===== config.mk =====
export PLATFORM = sky130hd
export DESIGN_NAME = control_unit
export DESIGN_NICKNAME = d
export VERILOG_FILES = /design/src/hdl/arm_core_pkg.sv /design/src/hdl/control_unit.sv
export SDC_FILE = /design/constraint.sdc
export NUM_CORES = 1
export LEC_CHECK = 0
export CAP_MARGIN = 20
export CORE_MARGIN = 1.5
export CORE_UTILIZATION = 30
export DETAILED_ROUTE_END_ITERATION = 6
export DONT_BUFFER_PORTS = 1
export GPL_TIMING_DRIVEN = 0
export PLACE_DENSITY_LB_ADDON = 0.25
export SETUP_SLACK_MARGIN = 0.15
export SYNTH_ARGS = -nofsm -noshare
export SYNTH_HDL_FRONTEND = slang
export SYNTH_SLANG_ARGS = --single-unit

===== constraint.sdc =====
create_clock -name vclk -period 2.2
set_clock_uncertainty 0.1 [all_clocks]
set_input_delay 0.44 -clock vclk [all_inputs]
set_output_delay 0.44 -clock vclk [all_outputs]
set_load 0.03 [all_outputs]

===== src/hdl/arm_core_pkg.sv =====
`default_nettype none

package arm_core_pkg;

    typedef logic [31:0] word_t;
    typedef logic [3:0]  reg_idx_t;
    typedef logic [7:0]  imm8_t;
    typedef logic [11:0] br_offset_t;    // Signed word offset

    typedef enum logic [3:0] {
        ALU_ADD   = 4'b0000,             // A + B
        ALU_ADDC  = 4'b0001,             // A + B + C
        ALU_SUB   = 4'b0010,             // A - B
        ALU_SUBC  = 4'b0011,             // A - B - C
        ALU_RSUB  = 4'b0100,             // B - A
        ALU_RSUBC = 4'b0101,             // B - A - C
        ALU_AND   = 4'b0110,
        ALU_OR    = 4'b0111,
        ALU_XOR   = 4'b1000,
        ALU_MOVA  = 4'b1001,
        ALU_MOVB  = 4'b1010,
        ALU_NOTB  = 4'b1011,
        ALU_ANDNB = 4'b1100              // A and not B
    } alu_op_t;

    typedef enum logic [3:0] {
        OP_AND, OP_EOR, OP_SUB, OP_RSB, OP_ADD, OP_ADC, OP_SBC, OP_RSC,
        OP_TST, OP_TEQ, OP_CMP, OP_CMN, OP_ORR, OP_MOV, OP_BIC, OP_MVN
    } dp_opcode_t;

    typedef enum logic [1:0] {
        DATA_PROC  = 2'b00,
        LOAD_STORE = 2'b01,
        BRANCH     = 2'b10,
        UNUSED     = 2'b11
    } instr_type_t;

    typedef enum logic [3:0] {
        COND_EQ, COND_NE, COND_CS, COND_CC, COND_MI, COND_PL, COND_VS, COND_VC,
        COND_HI, COND_LS, COND_GE, COND_LT, COND_GT, COND_LE, COND_AL, COND_NV
    } cond_t;

    typedef struct packed {
        logic n;
        logic z;
        logic c;
        logic v;
    } flags_t;

    localparam word_t NOP_INSTR = '0;

    typedef struct packed {
        logic       reg_write;
        logic       mem_enable;
        logic       mem_rw;              // 1 for store
        logic       mem_to_reg;
        logic       alu_src_imm;
        logic       set_flags;
        alu_op_t    alu_op;
        logic       branch;
        logic       mem_byte;
        cond_t      cond;
        reg_idx_t   rn;
        reg_idx_t   rd;
        reg_idx_t   rm;
        imm8_t      imm8;
        br_offset_t br_offset;
    } ctrl_t;

    typedef struct packed {
        logic       executed;            // Condition passed
        logic       reg_write;
        reg_idx_t   rd;
        word_t      alu_result;
        word_t      store_data;
        logic       mem_enable;
        logic       mem_rw;
        logic       mem_byte;
        logic       branch;
        br_offset_t br_offset;
    } exec_result_t;

    typedef struct packed {
        word_t    pc;
        logic     executed;
        logic     reg_write;
        reg_idx_t rd;
        word_t    wdata;
        logic     mem_write;
        word_t    mem_addr;
        word_t    mem_wdata;
        word_t    next_pc;
        flags_t   flags;
    } commit_t;

    // Adder-based operations produce real C and V
    function automatic logic is_arith_op(alu_op_t op);
        return op inside {ALU_ADD, ALU_ADDC, ALU_SUB, ALU_SUBC, ALU_RSUB, ALU_RSUBC};
    endfunction

endpackage

`default_nettype wire

===== src/hdl/control_unit.sv =====
`default_nettype none

module control_unit (
    input  arm_core_pkg::word_t instruction,
    output arm_core_pkg::ctrl_t ctrl
);
    import arm_core_pkg::*;

    instr_type_t itype;
    dp_opcode_t  opcode;
    logic        imm_flag;
    logic        s_or_load;

    assign itype     = instr_type_t'(instruction[27:26]);
    assign opcode    = dp_opcode_t'(instruction[24:21]);
    assign imm_flag  = instruction[25];
    assign s_or_load = instruction[20];    // S bit, or L bit for memory ops

    function automatic alu_op_t map_alu_op(dp_opcode_t op);
        case (op)
            OP_AND:  return ALU_AND;
            OP_EOR:  return ALU_XOR;
            OP_SUB:  return ALU_SUB;
            OP_RSB:  return ALU_RSUB;
            OP_ADD:  return ALU_ADD;
            OP_ADC:  return ALU_ADDC;
            OP_SBC:  return ALU_SUBC;
            OP_RSC:  return ALU_RSUBC;
            OP_TST:  return ALU_AND;       // Flags only
            OP_TEQ:  return ALU_XOR;       // Flags only
            OP_CMP:  return ALU_SUB;       // Flags only
            OP_CMN:  return ALU_ADD;       // Flags only
            OP_ORR:  return ALU_OR;
            OP_MOV:  return ALU_MOVB;
            OP_BIC:  return ALU_ANDNB;
            OP_MVN:  return ALU_NOTB;
            default: return ALU_ADD;
        endcase
    endfunction

    always_comb begin
        ctrl           = '0;
        ctrl.cond      = cond_t'(instruction[31:28]);
        ctrl.rn        = instruction[19:16];
        ctrl.rd        = instruction[15:12];
        ctrl.rm        = instruction[3:0];
        ctrl.imm8      = instruction[7:0];
        ctrl.br_offset = instruction[11:0];
        ctrl.alu_op    = ALU_ADD;

        case (itype)
            DATA_PROC: begin
                ctrl.reg_write   = 1'b1;
                ctrl.alu_op      = map_alu_op(opcode);
                ctrl.set_flags   = s_or_load;
                ctrl.alu_src_imm = imm_flag;
                if (opcode inside {OP_TST, OP_TEQ, OP_CMP, OP_CMN}) begin
                    ctrl.reg_write = 1'b0;
                end
            end
            LOAD_STORE: begin
                ctrl.mem_enable  = 1'b1;
                ctrl.alu_src_imm = 1'b1;   // Rn + imm8 address
                if (s_or_load) begin
                    ctrl.reg_write  = 1'b1;
                    ctrl.mem_to_reg = 1'b1;
                    ctrl.mem_byte   = 1'b1;  // LDRB
                end else begin
                    ctrl.mem_rw = 1'b1;      // STR, full word
                end
            end
            BRANCH: begin
                ctrl.branch = 1'b1;
            end
            default: begin
                // Type 11 is never executed
                ctrl.cond = COND_NV;
            end
        endcase

        if (instruction == NOP_INSTR) begin
            ctrl = '0;
        end
    end

endmodule

`default_nettype wire


==> results.toml <==
[power_and_ir_drop]
leakage_nw = 0.266
power.density_nw_per_um2 = 290
vdd_drop_max_uv = 156

[route]
first_pass_iters = 4
antenna_left = 0
drc = 0
viasPerCell = 5.14
wirelength_um = 1550
drt_iter0_markers = 5
vias = 576
wl_per_cell_um = 13.9

[worst_setup_path]
path_class = "primary input to output pin"
critPathBufInv = 1
endpoint_kind = "output pin"
path_delay_family = "compound AO/OA/AOI/OAI gates"
crit_fanout = 6
worst-endpoint-arrival_ns = 1.46
start_kind = "primary input"
cp.required_ns = 1.66
slowest_stage = "a221oi_4"
cp_cell_sequence = "inv_4 -> ha_4 -> nor2_1 -> a211o_2 -> a221oi_4"
max_stage_delay_ns = 0.43

[status]
status = "complete, no violations"

[grt]
antenna_found_initial = 0
track_usage_pct = 11.4
grt_max_degree = 11
grt_pass1_wl_um = 1910
grt_pass1_vias = 486
grt-ovfl-total = 0

[placed_design]
dp_cells = 112
dp_hpwl_um = 1290
place_congestion = 0.692
io_buffers = 0
place_ws_ns = 0.0556

[worst_hold_path]
whs_path_depth = 1
hold_class = "primary input to output pin"
min_to = "ctrl[46]"
hp-start = "instruction[27]"

[final_layout]
clkbuf_count = 0
final_nets = 126
fin_cells = 112
area_growth_pct = 18.6
diodes = 0
ff_latch_area_um2 = 0
drive_gt1_share_pct = 35.6
nFlopsAndLatches = 0

[sta]
final-setup-viol-count = 0
tns_ns = 0
hold_viol = 0
slew_headroom_pct = 62.0
worst_slew_pin_slew_ns = 0.569
finalCriticalPeriod_ns = 2.00
fin_crit_sh_pct = 91.1
drv_slew = 0
setup_slack_ns = 0.196
rsz0062_at_grt = "true"
max_freq_mhz = 499

[die]
num_rows = 15
dieArea_um2 = 2230
io_pins = 80
die_height_um = 47.2
core_area_um2 = 1780
start_util_pct = 32.8
die_w_um = 47.2

[synth]
yosysWarnings = 0
synth_cells = 87
syn_area_um2 = 586
postSynthNetCount = 124
ys_types = 27
synth.avg_cell_area_um2 = 6.73
synth_seq_area_share_pct = 0

[clocking]
cts_setup_buffers = 0
holdBufCountCts = 0

[flow_run]
drv_cap = 0
==> where the power goes <==
group	switching, mW	leakage, nW	total, mW	internal (mW)
Clock	0	0	0	0
Sequential	0	0	0	0
Combinational	0.143	0.266	0.202	0.0589
Total	0.143	0.266	0.202	0.0589
==> cell families after synthesis <==
| group | share of synthesized area (%) |
|---|---|
| fa+ha+maj | 10.7 |
| mux | 6.20 |
| compound gates | 13.7 |
| simple gates | 32.1 |
| xor+xnor | 1.50 |
| buf+inv | 35.9 |
==> how the worst max path moves through the flow <==
stage / start / end / slack (ns) / cells after the start
2_1_floorplan: instruction[22] / ctrl[40] / 0.15 / 5
3_3_place_gp: instruction[22] / ctrl[40] / 0.11 / 5
3_5_place_dp: instruction[22] / ctrl[40] / 0.06 / 5
4_1_cts: instruction[22] / ctrl[47] / 0.14 / 5
5_1_grt: instruction[22] / ctrl[47] / 0.12 / 5
6_report: instruction[21] / ctrl[39] / 0.20 / 5
==> metrics by stage <==
step	hold slack (ns)	instance area, um^2	util (%)	total power, mW
after global routing	0.857	694	38.9	0.213
after floorplan	0.849	624	-	0.181
after detailed placement	0.854	656	36.8	0.192
after CTS	0.855	663	37.2	0.195
final	0.854	694	38.9	0.202
after global placement	0.852	656	36.8	0.192
==> cell usage in the layout, fill, tap and decap left out, types with 3 or more instances in the layout <==
cell      count
buf_4        13
clkbuf_1     20
ha_1          3
nand2_1       3
nand2b_1      4
nor2_1        5
nor2b_1       3
nor4_1        7
==> what timing repair did <==
item                       in CTS  in global routing
gates resized for setup         1                  6
setup endpoints to repair       3                  3
pin swaps                       2                  4
==> area by class of cell <==
cell class / count / area [um^2]
Buffer: 35 / 195
Fill cell: 194 / 1090
Inverter: 4 / 21.3
Multi-Input combinational cell: 48 / 447
Tap cell: 25 / 31.3
==> metal layers <==
layer,up-vias,share of wire (%),wire length [um],global-route usage [%]
met5,-,0,0,0
met4,0,0,0,0
met3,0,6.6,103,0.385
met2,41,56,863,24.9
met1,267,38,585,12.4
li1,268,-,-,-
==> cells in the mapped netlist, drive strengths merged (2+ instances only) <==
cell / count / share of area [%]
buf: 15 / 21
nor2: 5 / 3.2
ha: 5 / 11
nor4: 9 / 11
a211oi: 2 / 2.6
and4: 2 / 3.4
nand2: 3 / 1.9
a221oi: 2 / 5.1
nor2b: 4 / 4.3
nand2b: 4 / 4.3
a22oi: 2 / 3.4
inv: 4 / 2.6
mux2: 2 / 4.5
clkbuf: 20 / 13
Note: power is estimated with default switching activity, not from simulation.
