--- src/hdl/arm_core_pkg.sv ---
`default_nettype none

package arm_core_pkg;

    typedef logic [31:0] word_t;
    typedef logic [3:0]  reg_idx_t;
    typedef logic [7:0]  imm8_t;
    typedef logic [11:0] br_offset_t;    // Signed word offset

    typedef enum logic [3:0] {
        ALU_ADD   = 4'b0000,             // A + B
        ALU_ADDC  = 4'b0001,             // A + B + C
        ALU_SUB   = 4'b0010,             // A - B
        ALU_SUBC  = 4'b0011,             // A - B - C
        ALU_RSUB  = 4'b0100,             // B - A
        ALU_RSUBC = 4'b0101,             // B - A - C
        ALU_AND   = 4'b0110,
        ALU_OR    = 4'b0111,
        ALU_XOR   = 4'b1000,
        ALU_MOVA  = 4'b1001,
        ALU_MOVB  = 4'b1010,
        ALU_NOTB  = 4'b1011,
        ALU_ANDNB = 4'b1100              // A and not B
    } alu_op_t;

    typedef enum logic [3:0] {
        OP_AND, OP_EOR, OP_SUB, OP_RSB, OP_ADD, OP_ADC, OP_SBC, OP_RSC,
        OP_TST, OP_TEQ, OP_CMP, OP_CMN, OP_ORR, OP_MOV, OP_BIC, OP_MVN
    } dp_opcode_t;

    typedef enum logic [1:0] {
        DATA_PROC  = 2'b00,
        LOAD_STORE = 2'b01,
        BRANCH     = 2'b10,
        UNUSED     = 2'b11
    } instr_type_t;

    typedef enum logic [3:0] {
        COND_EQ, COND_NE, COND_CS, COND_CC, COND_MI, COND_PL, COND_VS, COND_VC,
        COND_HI, COND_LS, COND_GE, COND_LT, COND_GT, COND_LE, COND_AL, COND_NV
    } cond_t;

    typedef struct packed {
        logic n;
        logic z;
        logic c;
        logic v;
    } flags_t;

    localparam word_t NOP_INSTR = '0;

    typedef struct packed {
        logic       reg_write;
        logic       mem_enable;
        logic       mem_rw;              // 1 for store
        logic       mem_to_reg;
        logic       alu_src_imm;
        logic       set_flags;
        alu_op_t    alu_op;
        logic       branch;
        logic       mem_byte;
        cond_t      cond;
        reg_idx_t   rn;
        reg_idx_t   rd;
        reg_idx_t   rm;
        imm8_t      imm8;
        br_offset_t br_offset;
    } ctrl_t;

    typedef struct packed {
        logic       executed;            // Condition passed
        logic       reg_write;
        reg_idx_t   rd;
        word_t      alu_result;
        word_t      store_data;
        logic       mem_enable;
        logic       mem_rw;
        logic       mem_byte;
        logic       branch;
        br_offset_t br_offset;
    } exec_result_t;

    typedef struct packed {
        word_t    pc;
        logic     executed;
        logic     reg_write;
        reg_idx_t rd;
        word_t    wdata;
        logic     mem_write;
        word_t    mem_addr;
        word_t    mem_wdata;
        word_t    next_pc;
        flags_t   flags;
    } commit_t;

    // Adder-based operations produce real C and V
    function automatic logic is_arith_op(alu_op_t op);
        return op inside {ALU_ADD, ALU_ADDC, ALU_SUB, ALU_SUBC, ALU_RSUB, ALU_RSUBC};
    endfunction

endpackage

`default_nettype wire
--- src/hdl/execute_stage.sv ---
`default_nettype none

module execute_stage (
    input  logic                       clk,
    input  logic                       rst_n,
    input  logic                       start,
    input  arm_core_pkg::ctrl_t        ctrl,
    input  arm_core_pkg::word_t        rn_data,
    input  arm_core_pkg::word_t        rm_data,
    output arm_core_pkg::reg_idx_t     rn_idx,
    output arm_core_pkg::reg_idx_t     rm_idx,
    output arm_core_pkg::flags_t       flags,
    output arm_core_pkg::exec_result_t result
);
    import arm_core_pkg::*;

    word_t  op_b;
    word_t  alu_out;
    flags_t alu_flags;
    flags_t next_flags;
    logic   cond_pass;

    function automatic logic cond_check(cond_t cond, flags_t f);
        case (cond)
            COND_EQ: return f.z;
            COND_NE: return !f.z;
            COND_CS: return f.c;
            COND_CC: return !f.c;
            COND_MI: return f.n;
            COND_PL: return !f.n;
            COND_VS: return f.v;
            COND_VC: return !f.v;
            COND_HI: return f.c && !f.z;
            COND_LS: return !f.c || f.z;
            COND_GE: return f.n == f.v;
            COND_LT: return f.n != f.v;
            COND_GT: return !f.z && (f.n == f.v);
            COND_LE: return f.z || (f.n != f.v);
            COND_AL: return 1'b1;
            default: return 1'b0;        // NV, also decoded type 11
        endcase
    endfunction

    assign cond_pass = cond_check(ctrl.cond, flags);

    // Stores read Rd through the second port
    assign rn_idx = ctrl.rn;
    assign rm_idx = ctrl.mem_rw ? ctrl.rd : ctrl.rm;
    assign op_b   = ctrl.alu_src_imm ? {24'd0, ctrl.imm8} : rm_data;

    alu u_alu (
        .op       (ctrl.alu_op),
        .a        (rn_data),
        .b        (op_b),
        .carry_in (flags.c),
        .result   (alu_out),
        .flags    (alu_flags)
    );

    always_comb begin
        next_flags   = alu_flags;
        next_flags.v = is_arith_op(ctrl.alu_op) ? alu_flags.v : flags.v;
    end

    always_ff @(posedge clk or negedge rst_n) begin
        if (!rst_n) begin
            result <= '0;
            flags  <= '0;
        end else if (start) begin
            result.executed   <= cond_pass;
            result.reg_write  <= cond_pass && ctrl.reg_write;
            result.rd         <= ctrl.rd;
            result.alu_result <= alu_out;
            result.store_data <= rm_data;
            result.mem_enable <= cond_pass && ctrl.mem_enable;
            result.mem_rw     <= ctrl.mem_rw;
            result.mem_byte   <= ctrl.mem_byte;
            result.branch     <= cond_pass && ctrl.branch;
            result.br_offset  <= ctrl.br_offset;
            if (cond_pass && ctrl.set_flags) begin
                flags <= next_flags;
            end
        end
    end

endmodule

`default_nettype wire

--- src/hdl/alu.sv ---
`default_nettype none

module alu (
    input  arm_core_pkg::alu_op_t op,
    input  arm_core_pkg::word_t   a,
    input  arm_core_pkg::word_t   b,
    input  logic                  carry_in,
    output arm_core_pkg::word_t   result,
    output arm_core_pkg::flags_t  flags
);
    import arm_core_pkg::*;

    word_t       add_x;
    word_t       add_y;
    logic        add_ci;
    logic [32:0] sum;

    // All six arithmetic ops share one adder
    always_comb begin
        add_x  = a;
        add_y  = b;
        add_ci = 1'b0;
        case (op)
            ALU_ADDC: begin
                add_ci = carry_in;
            end
            ALU_SUB: begin
                add_y  = ~b;
                add_ci = 1'b1;
            end
            ALU_SUBC: begin
                add_y  = ~b;
                add_ci = ~carry_in;          // Extra borrow when C set
            end
            ALU_RSUB: begin
                add_x  = b;
                add_y  = ~a;
                add_ci = 1'b1;
            end
            ALU_RSUBC: begin
                add_x  = b;
                add_y  = ~a;
                add_ci = ~carry_in;
            end
            default: begin
                add_ci = 1'b0;
            end
        endcase
    end

    assign sum = {1'b0, add_x} + {1'b0, add_y} + {32'd0, add_ci};

    always_comb begin
        case (op)
            ALU_AND:   result = a & b;
            ALU_OR:    result = a | b;
            ALU_XOR:   result = a ^ b;
            ALU_MOVA:  result = a;
            ALU_MOVB:  result = b;
            ALU_NOTB:  result = ~b;
            ALU_ANDNB: result = a & ~b;
            default:   result = sum[31:0];
        endcase
    end

    always_comb begin
        flags.n = result[31];
        flags.z = (result == '0);
        if (is_arith_op(op)) begin
            flags.c = sum[32];               // Inverted borrow on subtract
            flags.v = (add_x[31] == add_y[31]) && (sum[31] != add_x[31]);
        end else begin
            flags.c = carry_in;
            flags.v = 1'b0;                  // Flag register keeps V here
        end
    end

endmodule

`default_nettype wire

--- config.mk ---
export PLATFORM = sky130hd
export DESIGN_NAME = execute_stage
export DESIGN_NICKNAME = d
export VERILOG_FILES = /design/src/hdl/arm_core_pkg.sv /design/src/hdl/execute_stage.sv /design/src/hdl/alu.sv
export SDC_FILE = /design/constraint.sdc
export NUM_CORES = 1
export LEC_CHECK = 0
export ABC_AREA = 1
export BUFFER_PORTS_ARGS = -buffer_cell sky130_fd_sc_hd__clkbuf_2
export CAP_MARGIN = 25
export CORE_ASPECT_RATIO = 1.4
export CORE_MARGIN = 2
export CORE_UTILIZATION = 62
export CTS_BUF_LIST = sky130_fd_sc_hd__clkbuf_8
export DETAILED_ROUTE_END_ITERATION = 12
export PLACE_DENSITY = 0.93
export SLEW_MARGIN = 20
export SYNTH_ARGS = -nofsm -noshare
export SYNTH_HDL_FRONTEND = slang
export SYNTH_HIERARCHICAL = 1
export SYNTH_SLANG_ARGS = --single-unit
--- constraint.sdc ---
create_clock -name clk -period 7.5 [get_ports clk]
set_input_delay 1.5 -clock clk [delete_from_list [all_inputs] [get_ports clk]]
set_output_delay 1.5 -clock clk [all_outputs]
set_load 0.05 [all_outputs]
==> impl_metrics.json <==
{
  "grt_overflow_total": 0,
  "critical_path_arrival_ns": 5.70,
  "vdd.ir_drop.worst_mv": 0.175,
  "multiInputGateArea_um2": 6230,
  "hold_viol": 0,
  "critPathLaunchType": "primary input",
  "seqPwrFrac_pct": 30.9,
  "clock-sinks": 90,
  "cts_made_buffers": 9,
  "crit_type": "in2reg",
  "period_share_pct": 72.1,
  "clkLatencyLatePin_ns": 0.36,
  "synthesis.area_um2": 9790,
  "reg2regPathDepth": 21,
  "fin_crit_ns": 5.40,
  "synth.avg_cell_area_um2": 5.80,
  "yosysMostFrequentCell": "nand2_1",
  "start_util_pct": 63.0,
  "fill_cells": 1343,
  "hold_class": "reg2reg",
  "grt_max_degree": 92,
  "ant_nets": 0,
  "whs_ns": 0.476,
  "gr-usage-all-layers_pct": 38.9,
  "syn_inst": 1689,
  "hpwl_um": 25700,
  "status": "finished clean",
  "syn-num-nets": 1869,
  "stdcell_area_um2": 11000,
  "finClkSkew_ns": 0.00561,
  "syn_to_final_growth_pct": 12.4,
  "firstDrtPassIters": 8,
  "dr.first_iter.drc_count": 2005,
  "holdPathEnd": "result[1]$_DFFE_PN0P_",
  "rr_startpoint": "flags[1]$_DFFE_PN0P_",
  "switching_share_pct": 51.2,
  "endpoint_kind": "flip-flop",
  "fmax_ghz": 0.185,
  "seq_area_frac_synth_pct": 23.0,
  "cts_hold_buffers": 0,
  "final-seq-area_um2": 2250,
  "yosysWarnings": 6,
  "synth_edf_count": 0,
  "cts_tree": "built",
  "powerDensity_nw_per_um2": 179,
  "grt_pass1_wl_um": 52200,
  "fp-row-count": 54,
  "crit_top_cell": "nand2_1",
  "crit_required_ns": 7.80,
  "p_int_uw": 961,
  "reg2reg_to": "flags[2]$_DFFE_PN0P_",
  "maxSlewHeadroom_pct": 21.7,
  "gp_congestion": 1.00,
  "dieWidth_um": 110,
  "ioPinCount": 213,
  "final_nets": 2029,
  "netlist_top_cells_area": "nand2_1, dfrtp_1, inv_1",
  "synth_cell_types": 40,
  "drv_cap": 0,
  "wl_per_cell_um": 16.3,
  "hold_path_startpoint": "result[1]$_DFFE_PN0P_",
  "leakagePower_nw": 6.49,
  "cp.buffers_inverters": 2,
  "rsz0062_at_grt": "false",
  "worst-path-max-fanout": 40,
  "power_frac_comb_pct": 54.4,
  "ys_seq_elements": 90,
  "synth_async_sr_flop_share_pct": 100,
  "crit_family": "simple AND/OR/NAND/NOR gates",
  "io_buffers": 203,
  "whs_path_depth": 2,
  "setup_tns_ns": 0,
  "p_switching_mw": 1.01,
  "dpl_cell_area_um2": 10800,
  "antenna_found_initial": 1,
  "synth_common_cells": "nand2_1, inv_1, nor2_1, nand3_1, o21ai_0",
  "setup_viol": 0,
  "ctsResizeCount": 0,
  "dieArea_um2": 16800,
  "postCtsSetupBuffers": 0,
  "crit_path_top_delay_cell": "fa_1",
  "cts_htree_levels": 3,
  "worstPathCellList": "clkbuf_2 -> o21ai_0 -> inv_1 -> nand3_1 -> o221ai_1 -> fa_1 -> fa_1 -> nand3_1 -> nand3_1 -> nand2_1 -> nand2_1 -> nand2_1 -> nand2_1 -> nand2_1 -> nand2_1 -> nand2_1 -> nand2_1 -> a21oi_1 -> nand2_1 -> nor2_1 -> nand2_1 -> nor2_1 -> nand3_1 -> nand2_1",
  "synth_largest_area_cell": "nand2_1",
  "max_stage_delay_ns": 0.54,
  "pwr-share-clk_pct": 14.7,
  "r2r_slack_ns": 3.68,
  "synth_top_area_share_pct": 25.0,
  "path_clk_slew_ns": 0.08,
  "drive_above_1_share_pct": 14.5,
  "coreArea_um2": 15500,
  "wl_um": 33400,
  "drcViolationCount": 0,
  "synth-main-ff-cell": "dfrtp_1",
  "viasPerCell": 5.87,
  "fp.dieH_um": 153,
  "maxSlewViolCount": 0,
  "tightest_slew_ns": 1.17,
  "cts_buffer_depth": 2,
  "vias": 12000,
  "grt_pass1_vias": 10700,
  "ctsRootBufferMaster": "clkbuf_8"
}
[sequential cells by signal (all words and copies together), names as in the netlist]
name / flops
flags: 4
result: 86
[worst reg2reg max path, stage by stage (launching register included)]
cell and delay, ns:
dfrtp_1 0.55, nand2_1 0.10, a32o_1 0.25, fa_1 0.54, fa_1 0.51, nand3_1 0.10, nand3_1 0.16, nand2_1 0.13
nand2_1 0.08, nand2_1 0.08, nand2_1 0.13, nand2_1 0.16, nand2_1 0.09, nand2_1 0.08, nand2_1 0.04, a21oi_1 0.21
nand2_1 0.11, nor2_1 0.11, nand2_1 0.06, nor2_1 0.10, nand3_1 0.09, nand2_1 0.08
[cells by family (layout without fill, tap and decap cells)]
group	Yosys count	in the layout	synth area share, %
AND/OR/NAND/NOR	950	950	39.8
adder cells (fa/ha/maj)	65	65	8.46
multiplexers	4	4	0.460
other	0	1	0
XOR/XNOR	6	6	0.537
buffers and inverters	330	494	13.4
flip-flops	90	90	23.0
AO/OA/AOI/OAI	244	244	14.4
[layout make-up]
cell class,instances,share of cell area (%)
multi-input cells,1269,56.7
flip-flops and latches,90,20.5
repair buffers,213,9.97
inverters,266,9.10
well taps,196,2.23
clock buffers,10,1.25
clock inverters,5,0.296
diodes,1,0.0227
[how the worst max path moves through the flow]
| stage | start | end | slack (ns) | cells past startpoint |
|---|---|---|---|---|
| after floorplan | ctrl[41] | flags[2]$_DFFE_PN0P_ | 2.85 | 25 |
| final | ctrl[43] | flags[2]$_DFFE_PN0P_ | 2.10 | 24 |
| after global routing | ctrl[43] | flags[2]$_DFFE_PN0P_ | 1.75 | 24 |
| after global placement | ctrl[43] | flags[2]$_DFFE_PN0P_ | 1.94 | 24 |
| after CTS | ctrl[43] | flags[2]$_DFFE_PN0P_ | 2.21 | 24 |
| after detailed placement | ctrl[43] | flags[2]$_DFFE_PN0P_ | 1.87 | 24 |
[cell usage in the layout (no fill, tap or decap), types with 4 or more instances in the layout]
master | synthesis | routed
nand2_2 | 7 | 7
buf_4 | 9 | 10
or2_2 | 4 | 4
o22ai_1 | 8 | 8
inv_2 | 9 | 9
nand3b_1 | 6 | 6
clkbuf_2 | 0 | 202
xor2_1 | 5 | 5
clkbuf_8 | 0 | 10
o21ai_0 | 113 | 113
nor2_2 | 5 | 6
o221ai_1 | 33 | 33
a221oi_1 | 5 | 5
nor2_4 | 5 | 6
nand4_1 | 11 | 11
nand2_1 | 653 | 653
inv_1 | 256 | 257
dfrtp_1 | 90 | 90
o21ai_1 | 16 | 16
nor2_1 | 125 | 123
a21oi_1 | 57 | 57
nor3_1 | 9 | 9
mux2_2 | 4 | 4
ha_1 | 63 | 63
nand3_1 | 118 | 118
[through the flow]
step | std cells | util (%) | worst slack [ns] | total power [mW]
after detailed placement | 2034 | 69.7 | 1.87 | 1.66
after floorplan | 1689 | - | 2.85 | 1.37
after CTS | 2049 | 70.8 | 2.21 | 1.95
final | 2050 | 70.8 | 2.10 | 1.97
after global routing | 2050 | 70.8 | 1.75 | 2.09
after global placement | 2033 | 69.6 | 1.94 | 1.63
[power groups by stage]
stage / Sequential, mW / Clock (mW) / Combinational [mW]
6_report: 0.610 / 0.289 / 1.07
5_1_grt: 0.618 / 0.312 / 1.16
2_1_floorplan: 0.857 / 0 / 0.509
3_3_place_gp: 0.612 / 0 / 1.02
3_5_place_dp: 0.617 / 0 / 1.04
4_1_cts: 0.608 / 0.290 / 1.05
[metal layers]
layer / track usage (%) / share of wire [%] / vias up
met3: 6.42 / 12 / 178
met2: 63.1 / 46 / 878
met5: 0 / 0 / -
met4: 21.5 / 6.2 / 0
met1: 48.4 / 36 / 5326
li1: - / - / 5660
Power figures use the tool's default switching activity.
