===== src/hdl/arm_core_pkg.sv =====
`default_nettype none

package arm_core_pkg;

    typedef logic [31:0] word_t;
    typedef logic [3:0]  reg_idx_t;
    typedef logic [7:0]  imm8_t;
    typedef logic [11:0] br_offset_t;    // Signed word offset

    typedef enum logic [3:0] {
        ALU_ADD   = 4'b0000,             // A + B
        ALU_ADDC  = 4'b0001,             // A + B + C
        ALU_SUB   = 4'b0010,             // A - B
        ALU_SUBC  = 4'b0011,             // A - B - C
        ALU_RSUB  = 4'b0100,             // B - A
        ALU_RSUBC = 4'b0101,             // B - A - C
        ALU_AND   = 4'b0110,
        ALU_OR    = 4'b0111,
        ALU_XOR   = 4'b1000,
        ALU_MOVA  = 4'b1001,
        ALU_MOVB  = 4'b1010,
        ALU_NOTB  = 4'b1011,
        ALU_ANDNB = 4'b1100              // A and not B
    } alu_op_t;

    typedef enum logic [3:0] {
        OP_AND, OP_EOR, OP_SUB, OP_RSB, OP_ADD, OP_ADC, OP_SBC, OP_RSC,
        OP_TST, OP_TEQ, OP_CMP, OP_CMN, OP_ORR, OP_MOV, OP_BIC, OP_MVN
    } dp_opcode_t;

    typedef enum logic [1:0] {
        DATA_PROC  = 2'b00,
        LOAD_STORE = 2'b01,
        BRANCH     = 2'b10,
        UNUSED     = 2'b11
    } instr_type_t;

    typedef enum logic [3:0] {
        COND_EQ, COND_NE, COND_CS, COND_CC, COND_MI, COND_PL, COND_VS, COND_VC,
        COND_HI, COND_LS, COND_GE, COND_LT, COND_GT, COND_LE, COND_AL, COND_NV
    } cond_t;

    typedef struct packed {
        logic n;
        logic z;
        logic c;
        logic v;
    } flags_t;

    localparam word_t NOP_INSTR = '0;

    typedef struct packed {
        logic       reg_write;
        logic       mem_enable;
        logic       mem_rw;              // 1 for store
        logic       mem_to_reg;
        logic       alu_src_imm;
        logic       set_flags;
        alu_op_t    alu_op;
        logic       branch;
        logic       mem_byte;
        cond_t      cond;
        reg_idx_t   rn;
        reg_idx_t   rd;
        reg_idx_t   rm;
        imm8_t      imm8;
        br_offset_t br_offset;
    } ctrl_t;

    typedef struct packed {
        logic       executed;            // Condition passed
        logic       reg_write;
        reg_idx_t   rd;
        word_t      alu_result;
        word_t      store_data;
        logic       mem_enable;
        logic       mem_rw;
        logic       mem_byte;
        logic       branch;
        br_offset_t br_offset;
    } exec_result_t;

    typedef struct packed {
        word_t    pc;
        logic     executed;
        logic     reg_write;
        reg_idx_t rd;
        word_t    wdata;
        logic     mem_write;
        word_t    mem_addr;
        word_t    mem_wdata;
        word_t    next_pc;
        flags_t   flags;
    } commit_t;

    // Adder-based operations produce real C and V
    function automatic logic is_arith_op(alu_op_t op);
        return op inside {ALU_ADD, ALU_ADDC, ALU_SUB, ALU_SUBC, ALU_RSUB, ALU_RSUBC};
    endfunction

endpackage

`default_nettype wire

===== src/hdl/register_file.sv =====
`default_nettype none

module register_file (
    input  logic                   clk,
    input  logic                   rst_n,
    input  arm_core_pkg::reg_idx_t raddr_a,
    input  arm_core_pkg::reg_idx_t raddr_b,
    output arm_core_pkg::word_t    rdata_a,
    output arm_core_pkg::word_t    rdata_b,
    input  logic                   we,
    input  arm_core_pkg::reg_idx_t waddr,
    input  arm_core_pkg::word_t    wdata
);
    import arm_core_pkg::*;

    word_t regs [16];

    always_ff @(posedge clk or negedge rst_n) begin
        if (!rst_n) begin
            for (int i = 0; i < 16; i++) begin
                regs[i] <= '0;
            end
        end else if (we) begin
            regs[waddr] <= wdata;
        end
    end

    // Combinational read ports
    assign rdata_a = regs[raddr_a];
    assign rdata_b = regs[raddr_b];

endmodule

`default_nettype wire


===== config.mk =====
export PLATFORM = sky130hd
export DESIGN_NAME = register_file
export DESIGN_NICKNAME = d
export VERILOG_FILES = /design/src/hdl/arm_core_pkg.sv /design/src/hdl/register_file.sv
export SDC_FILE = /design/constraint.sdc
export NUM_CORES = 1
export LEC_CHECK = 0
export BUFFER_PORTS_ARGS = -buffer_cell sky130_fd_sc_hd__buf_2
export CAP_MARGIN = 25
export CORE_MARGIN = 3
export CORE_UTILIZATION = 27
export CTS_CLUSTER_DIAMETER = 200
export DETAILED_ROUTE_END_ITERATION = 12
export SLEW_MARGIN = 30
export SYNTH_ARGS = -nofsm -noshare
export SYNTH_HDL_FRONTEND = slang
export SYNTH_SLANG_ARGS = --single-unit

===== constraint.sdc =====
create_clock -name clk -period 2.1 [get_ports clk]
set_input_delay 0.21 -clock clk [delete_from_list [all_inputs] [get_ports clk]]
set_output_delay 0.21 -clock clk [all_outputs]
set_load 0.1 [all_outputs]

==> summary.md, run 1 <==
| Metric | Value |
|---|---|
| Clock root cell | clkbuf_16 |
| Worst slew pin tran | 0.6162 ns |
| Synth area leaders | dfrtp_1 (48%), mux4_2 (22%), mux2_2 (22%) |
| Commonest cells post-synth | dfrtp_1 (512), mux2_2 (509), mux4_2 (256) |
| Sequential fraction of the synthesis area | 48.43% |
| Reg clk slew, reported paths | 0.06 ns |
| NetSw | 0.01119 W |
| Die Y | 319.0 µm |
| CTS tree | built |
| Layout cell share with drive strength beyond 1 | 70.14% |
| DPL Wire Length | 48,010 µm |
| Kind of critical path | flop to output pin |
| Largest Register | regs |
| Unrepaired setup endpoints after global routing | true |
| Core area | 96,990 µm² |
| Total GRT Usage | 15.92% |
| Synth top area share | 48.43% |
| DR top layer | met5 |
| Adder-cell share of the synthesized area | 0% |
| I/O Buffers | 110 |
| Antenna-violating nets left | 0 |
| Complex-gate fraction of the synthesized area | 3.632% |
| Largest family of logic cells by synthesized area | multiplexers |
| Syn avg cell area | 15.80 µm² |
| Grt total ovfl | 0 |
| Layout area overhead | 24.37% |
| Mux contribution to synthesized area | 43.58% |
| Final min period | 2.240 ns |
| Hold Crit Class | input port to flop |
| Top flop regs | regs x512 |
| Top-count cell post-synth | dfrtp_1 |
| TritonRoute pass-1 iters | 5 |
| Dpl cells | 2,985 |
| CTS Buf Count | 52 |
| # IOs | 111 |
| DRC | 0 |
| Worst-path maximum fanout | 3 |
| Slew Limit Fails | 0 |
| Crit end category | output pin |
| Num rows | 114 |
| Area leader, netlist | dfrtp_1 |
| Setup violators final | 64 |
| Vias in the first global route | 18,380 |
| Dominant synthesized flop cell | dfrtp_1 |
| Worst clock skew | 0 ns |
| Multi-input gate area | 13,840 µm² |
| Routed wire per std cell | 26.15 µm |
| Syn Nets | 1,722 |
| Placer's final routability congestion estimate | 0.7388 |
| Lkg Pwr | 13.01 nW |
| Largest net degree at the start of global routing | 73 |
| Largest register FFs | 512 |
| TritonCTS Sinks | 512 |
| Setup TNS Final | -4.709 ns |
| Wl on met1 | 34,620 µm |
| Peak supply drop | 0.5365 mV |
| Metal2 WL | 38,820 µm |
| Pwr dens | 1039 nW/µm² |
| Total Wirelength | 80,970 µm |
| Clock network power share | 27.1% |
| Yosys warns | 0 |
| Flop pwr share | 40.5% |
| Xor/xnor cell area share of the yosys netlist | 0% |
| Synth Register Bits | 512 |
| Htree depth | 2 |
| Final Hold Viols | 0 |
| Crit path DAT | 2.03 ns |
| 1st-iter DRT viols | 1,179 |
| Area of the die | 101,800 µm² |
| Cell area after synthesis | 26,460 µm² |
| Non-Filler Instances | 3,096 |
| Routed wl met3 | 5336 µm |
| Worst skew pair latency | 0.59 ns |
| Async SR Flop Fraction | 100.0% |
| Final worst path period share | 106.7% |
| Sw Ratio | 32.71% |
| Placement Setup Slack | -0.06972 ns |
| CP Launch Type | flop |
| Die X | 319.0 µm |
| MaxCap Viol Count | 0 |
| Combinational share of power | 32.4% |
| Reg2reg setup slack | 1.18 ns |
| Post-Synth Simple-Gate Area | 1.594% |
| CP Data Required Time | 1.89 ns |
| Via count | 16,580 |
| Failing checks | setup timing |
| Reg area | 12,810 µm² |
| Worst setup margin | -0.1399 ns |
| Internal | 0.02301 W |
| Filler Cells Inserted | 9,230 |
| Net count reported at finish | 1,821 |
| FMAX | 446.4 MHz |
| Initial antenna violation count | 11 |
| Initial core utilization | 27.28% |
| Slew headroom | 58.92% |
| Routed vias/inst | 5.355 |
| Syn Inst Count | 1,675 |
| Clock buffer depth | 3 |
| Synth cell types | 18 |
| Outcome | complete, but fails checks |
| First-pass GRT wire length | 122,700 µm |
| Post-synth EDFFs | 0 |
placed cells by master, fill, tap and decap left out, types with 3 or more instances in the layout:
master and count:
clkbuf_8 18, buf_8 12, diode_2 5, nor2_4 8, nor3_2 6, clkbuf_1 13
nor2b_4 4, clkbuf_16 52, dfrtp_1 512, nand2_2 62, buf_12 104, buf_4 44
buf_6 11, clkinv_2 9, a22oi_2 124, mux2_1 3, mux4_2 256, buf_2 41
a22oi_1 4, mux2_2 509, nand2b_1 3
per-stage QoR:
step / total power [W] / cell area [µm²] / hold WS, ns / util (%)
CTS: 0.03436 / 32720 / 0.003901 / 33.73
finish: 0.03420 / 32910 / 0.04127 / 33.93
detailed placement: 0.02363 / 29660 / 0.2196 / 30.58
floorplan: 0.02102 / 26620 / -0.08559 / -
global placement: 0.02314 / 29660 / 0.2143 / 30.58
global route: 0.03571 / 32900 / 0.05176 / 33.92
metal layers:
metal  vias to the layer above  track usage (%)
met5                         -                0
met3                       159            3.725
met4                        10            4.313
met2                       510            26.03
li1                       6760                -
met1                      9141            21.29
cell families after synthesis:
group / Yosys count
muxes: 768
buffers and inverters: 170
and+or+nand+nor: 97
DFF: 512
AOI/OAI and AO/OA: 128
what timing repair did:
action	4_1_cts	5_1_grt
hold endpoints to repair	44	0
gates resized for setup	318	35
buffers inserted	9	1
endpoints found under the setup margin	64	64
pin swaps	118	29
gates cloned	0	0
hold buffers	1	0
final timing paths:
| kind | start | endpoint | cells past startpoint |
|---|---|---|---|
| setup / recovery | regs[142]$_DFFE_PN0P_ | rdata_a[14] | 4 |
| hold / removal | wdata[6] | regs[454]$_DFFE_PN0P_ | 2 |
| setup reg to reg | regs[182]$_DFFE_PN0P_ | regs[182]$_DFFE_PN0P_ | 2 |
| hold reg to reg | regs[258]$_DFFE_PN0P_ | regs[258]$_DFFE_PN0P_ | 1 |
| max in group asynchronous | rst_n | regs[406]$_DFFE_PN0P_ | 3 |
| min in group asynchronous | rst_n | regs[322]$_DFFE_PN0P_ | 2 |
power by group through the flow:
stage                     combinational, W  sequential (W)  clock [W]
after floorplan                    0.00766          0.0134          0
final                               0.0111          0.0139    0.00925
after CTS                           0.0111          0.0138    0.00950
after detailed placement           0.00965          0.0140          0
after global placement             0.00942          0.0137          0
after global routing                0.0117          0.0142    0.00988
worst max-delay path, cell delays in order (launching register included):
cell	delay, ns
dfrtp_1	0.39
mux4_2	0.48
a22oi_2	0.22
nand2_2	0.15
buf_12	0.20
final cells by class:
class | count | share of cell area [%]
antenna | 5 | 0.03802
timing repair buffer | 215 | 8.993
clock buffer | 81 | 4.772
clock inverter | 14 | 0.3498
tap | 1276 | 4.852
multi-input combinational | 993 | 42.06
sequential | 512 | 38.94
Power figures use the tool's default switching activity.
==> run 2: changes to the inputs <==
BUFFER_PORTS_ARGS = not set   (was -buffer_cell sky130_fd_sc_hd__buf_2)
DONT_BUFFER_PORTS = 1   (was not set)
clock period = 2.24 ns   (was 2.1 ns; I/O delays follow)
==> summary.md, run 2 (synthesized netlist as in run 1, its figures left out) <==
| Metric | Value |
|---|---|
| Final Util | 32.82% |
| Worst clock skew | 0 ns |
| FMAX | 436.3 MHz |
| Outcome | complete, but fails checks |
| MaxCap Viol Count | 0 |
| CTS Buf Count | 58 |
| Routed vias/inst | 5.403 |
| CP Data Required Time | 2.02 ns |
| # IOs | 111 |
| Dpl cells | 2,849 |
| CP Launch Type | flop |
| Lkg Pwr | 12.41 nW |
| Non-Filler Instances | 2,997 |
| Core area | 96,990 µm² |
| Vias in the first global route | 17,790 |
| Net count reported at finish | 1,716 |
| Pwr dens | 1009 nW/µm² |
| Crit end category | output pin |
| Kind of critical path | flop to output pin |
| 1st-iter DRT viols | 1,072 |
| Clock root cell | clkbuf_16 |
| Antenna-violating nets left | 0 |
| Grt total ovfl | 0 |
| Worst skew pair latency | 0.62 ns |
| Crit path DAT | 2.07 ns |
| Most frequent cells in the layout | dfrtp_1 (512), mux2_2 (509), mux4_2 (256), a22oi_2 (101), clkbuf_16 (58) |
| Worst hold slack | -0.5756 ns |
| Slew headroom | 16.49% |
| Peak supply drop | 0.5935 mV |
| Final worst path period share | 102.3% |
| Top flop regs | regs x512 |
| Routed wire per std cell | 27.07 µm |
| Total GRT Usage | 15.79% |
| DPL Wire Length | 40,690 µm |
| Final Hold Viols | 512 |
| Reg clk slew, reported paths | 0.06 ns |
| Hold Crit Class | input port to async pin |
| Die Y | 319.0 µm |
| Slew Limit Fails | 0 |
| Final min period | 2.292 ns |
| Largest net degree at the start of global routing | 513 |
| Initial core utilization | 27.28% |
| Worst slew pin tran | 1.253 ns |
| Failing checks | hold timing, setup timing |
| Layout area overhead | 20.32% |
| TritonCTS Sinks | 512 |
| Total Wirelength | 81,140 µm |
| First-pass GRT wire length | 120,600 µm |
| TritonRoute pass-1 iters | 4 |
| Placer's final routability congestion estimate | 0.7046 |
| Htree depth | 2 |
| CTS tree | built |
| Initial antenna violation count | 8 |
| Unrepaired setup endpoints after global routing | true |
| Clock buffer depth | 3 |
| Layout cell share with drive strength beyond 1 | 65.07% |
| Worst setup margin | -0.05206 ns |
| Setup violators final | 18 |
| Num rows | 114 |
| Largest Register | regs |
| DRC | 0 |
| I/O Buffers | 0 |
| Via count | 16,190 |
| CTS Hold Buffers Added | 32 |
| Die X | 319.0 µm |
| Commonest non-fill, non-tap cell in the layout | dfrtp_1 |
| Area of the die | 101,800 µm² |
| Largest register FFs | 512 |
| Worst-path maximum fanout | 3 |
run 2: critical path, stage by stage, from the launching register on:
cell and delay [ns]:
dfrtp_1 0.39, mux4_2 0.49, a22oi_1 0.22, nand2_2 0.14, buf_8 0.20
run 2: path summary, 6_finish.rpt:
path | from | to | slack (ns) | cells after the start
setup / recovery | regs[139]$_DFFE_PN0P_ | rdata_a[11] | -0.05 | 4
hold / removal | rst_n | regs[386]$_DFFE_PN0P_ | -0.58 | 0
setup reg to reg | regs[432]$_DFFE_PN0P_ | regs[432]$_DFFE_PN0P_ | 1.34 | 2
hold reg to reg | regs[19]$_DFFE_PN0P_ | regs[19]$_DFFE_PN0P_ | 0.52 | 1
max in group asynchronous | rst_n | regs[206]$_DFFE_PN0P_ | 1.92 | 0
min in group clk | waddr[3] | regs[285]$_DFFE_PN0P_ | 0.14 | 3
run 2: layout make-up:
type	count	area, µm²
sequential	512	12810
antenna	6	15.01
multi-input combinational	993	13820
clock inverter	13	219.0
tap	1276	1597
fill	9297	65160
clock buffer	93	1773
timing repair buffer	104	1594
run 2: report_power, final:
group / total, W / switching, W / leakage, nW / internal [W]
clock network: 0.00991 / 0.00394 / 0.977 / 0.00597
registers: 0.0129 / 0.00152 / 6.28 / 0.0114
logic: 0.00928 / 0.00459 / 5.16 / 0.00469
run 2: metal layers:
| metal | track usage [%] | part of all wire, % | vias to the layer above |
|---|---|---|---|
| met2 | 25.28 | 47 | 503 |
| li1 | - | - | 6560 |
| met3 | 4.487 | 6.9 | 149 |
| met4 | 3.995 | 2.6 | 2 |
| met1 | 21.14 | 43 | 8980 |
| met5 | 0 | 0.016 | - |
run 2: repair_timing:
item,CTS,global route
hold endpoints to repair,1024,512
pin swaps,87,40
buffers inserted,2,2
resized for setup,191,14
setup endpoints to repair,64,64
run 2: metrics by stage:
stage | hold slack, ns | setup TNS (ns) | total power (W) | worst slack (ns) | instance area (µm²)
after floorplan | -0.07159 | 0 | 0.01971 | 0.1692 | 26620
after global placement | 0.007121 | 0 | 0.02095 | 0.4707 | 28530
after detailed placement | 0.01729 | 0 | 0.02146 | 0.4564 | 28530
after CTS | -0.6530 | -1.893 | 0.03237 | -0.08614 | 31740
after global routing | -0.6203 | -3.700 | 0.03350 | -0.1283 | 31820
final | -0.5756 | -0.3441 | 0.03213 | -0.05206 | 31830
==> run 3: changes to the inputs <==
CORE_ASPECT_RATIO = 1.2   (was not set)
PLACE_DENSITY_LB_ADDON = 0.3   (was not set)
==> summary.md, run 3 (synthesized netlist as in run 1, its figures left out) <==
| Metric | Value |
|---|---|
| Outcome | complete, but fails checks |
| Failing checks | setup timing |
| Non-Filler Instances | 2,999 |
| Via count | 16,090 |
| Final Util | 32.99% |
| Top flop regs | regs x512 |
| CP Data Required Time | 2.02 ns |
| Initial antenna violation count | 6 |
| Htree depth | 2 |
| Combinational share of power | 30.0% |
| Initial core utilization | 27.29% |
| Grt total ovfl | 0 |
| Reg clk slew, reported paths | 0.07 ns |
| Area of the die | 101,800 µm² |
| Worst slew pin tran | 0.8756 ns |
| I/O Buffers | 0 |
| Placement Setup Slack | 0.4024 ns |
| Filler Cells Inserted | 9,361 |
| Slew headroom | 41.63% |
| CP Launch Type | flop |
| Worst-path maximum fanout | 3 |
| Layout cell share with drive strength beyond 1 | 65.95% |
| Largest net degree at the start of global routing | 513 |
| Crit path DAT | 2.07 ns |
| Peak supply drop | 0.6418 mV |
| Slew Limit Fails | 0 |
| Largest Register | regs |
| Clock network power share | 29.7% |
| Kind of critical path | flop to output pin |
| Largest stage delay, worst path | 0.49 ns |
| Layout area overhead | 20.91% |
| Commonest non-fill, non-tap cell in the layout | dfrtp_1 |
| Vias in the first global route | 17,880 |
| Die X | 291.8 µm |
| Post-Layout Inst Area | 31,990 µm² |
| Routed vias/inst | 5.366 |
| First-pass GRT wire length | 122,400 µm |
| # IOs | 111 |
| DRC | 0 |
| CTS Buf Count | 56 |
| Die Y | 348.9 µm |
| Total Wirelength | 82,100 µm |
| Final min period | 2.294 ns |
| Num rows | 125 |
| NetSw | 0.01025 W |
| TritonRoute pass-1 iters | 5 |
| Routed wire per std cell | 27.37 µm |
| Cell Chain, Critical Path | mux4_2 -> a22oi_2 -> nand2_2 -> buf_6 |
| Final worst path period share | 102.4% |
| Internal | 0.02187 W |
| Pwr dens | 1004 nW/µm² |
| Dpl cells | 2,854 |
| Setup TNS Final | -0.3978 ns |
| Slowest CP cell | mux4_2 |
| Sw Ratio | 31.92% |
| Hold Crit Class | input port to flop |
| Largest register FFs | 512 |
| Clock buffer depth | 3 |
| Net count reported at finish | 1,729 |
| Antenna-violating nets left | 0 |
| Total GRT Usage | 16.14% |
| Flop pwr share | 40.3% |
| Setup violators final | 19 |
| Crit end category | output pin |
| Buffers & Inverters on Critical Path | 1 |
| Clock root cell | clkbuf_16 |
| Lkg Pwr | 12.48 nW |
| DP Area | 28,840 µm² |
| TritonCTS Sinks | 512 |
| Final Hold Viols | 0 |
| 1st-iter DRT viols | 1,100 |
| Worst skew pair latency | 0.60 ns |
| Worst clock skew | 0 ns |
| DPL Wire Length | 42,640 µm |
| FMAX | 436.0 MHz |
| Core area | 96,970 µm² |
| Most frequent cells in the layout | dfrtp_1 (512), mux2_2 (509), mux4_2 (256), a22oi_2 (111), buf_12 (60) |
| Unrepaired setup endpoints after global routing | true |
| MaxCap Viol Count | 0 |
| Placer's final routability congestion estimate | 0.7014 |
| CP top delay family | multiplexers |
| CTS tree | built |
| Worst setup margin | -0.05360 ns |
run 3: cell count changes in the layout (fill, tap and decap cells not counted), moves of 3 or more:
| cell | change |
|---|---|
| buf_8 | -6 |
| nand2_2 | +5 |
| clkinv_2 | +4 |
| a22oi_2 | +10 |
| clkbuf_1 | -3 |
| inv_6 | +3 |
| buf_4 | +7 |
| buf_16 | +5 |
| a22oi_1 | -10 |
| nand2_4 | -5 |
| buf_12 | +8 |
| clkbuf_8 | -8 |
run 3: metal layers:
metal / routed length, µm / track usage [%]
met3: 4092 / 2.854
met2: 40050 / 26.67
met1: 35560 / 21.54
met5: 17 / 0
met4: 2369 / 5.207
run 3: area by class of cell:
class / instances / area [µm²] / area share [%]
Multi-Input combinational cell: 993 / 13850 / 43.29
Sequential cell: 512 / 12810 / 40.05
Timing Repair Buffer: 119 / 1864 / 5.828
Clock buffer: 81 / 1627 / 5.084
Tap cell: 1270 / 1589 / 4.967
Clock inverter: 19 / 236.5 / 0.7392
Antenna cell: 5 / 12.51 / 0.03911
run 3: tightest hold or removal path: cells and delay by family:
family                 cells  cell delay [ns]
muxes                      1             0.25
buffers and inverters      1             0.19
and+or+nand+nor            1             0.03
run 3: worst paths after layout:
| path | start | endpoint | slack [ns] | depth (start not counted) |
|---|---|---|---|---|
| worst max-delay path | regs[178]$_DFFE_PN0P_ | rdata_b[18] | -0.05 | 4 |
| worst min-delay path | waddr[2] | regs[165]$_DFFE_PN0P_ | 0.12 | 3 |
| worst max register to register | regs[215]$_DFFE_PN0P_ | regs[215]$_DFFE_PN0P_ | 1.33 | 2 |
| worst min register to register | regs[230]$_DFFE_PN0P_ | regs[230]$_DFFE_PN0P_ | 0.52 | 1 |
| max in group asynchronous | rst_n | regs[103]$_DFFE_PN0P_ | 0.43 | 4 |
| min in group asynchronous | rst_n | regs[471]$_DFFE_PN0P_ | 0.32 | 3 |
run 3: stage by stage:
stage	hold WS (ns)	power [W]
after floorplan	-0.07159	0.01971
after global placement	-0.01952	0.02141
after detailed placement	-0.01453	0.02183
after CTS	-0.6877	0.03208
after global routing	0.1162	0.03357
final	0.1249	0.03213
run 3: repair_timing:
action | 4_1_cts | 5_1_grt
hold buffers | 32 | 3
hold endpoints to repair | 1024 | 346
pin swaps | 67 | 76
setup buffers | 1 | 1
gates resized for setup | 123 | 42
setup endpoints to repair | 64 | 64
run 3: power by group through the flow:
stage | registers, W | clock network [W] | logic, W
6_report | 0.0129 | 0.00953 | 0.00965
3_3_place_gp | 0.0128 | 0 | 0.00862
4_1_cts | 0.0129 | 0.00978 | 0.00940
2_1_floorplan | 0.0125 | 0 | 0.00718
5_1_grt | 0.0132 | 0.0102 | 0.0102
3_5_place_dp | 0.0131 | 0 | 0.00876
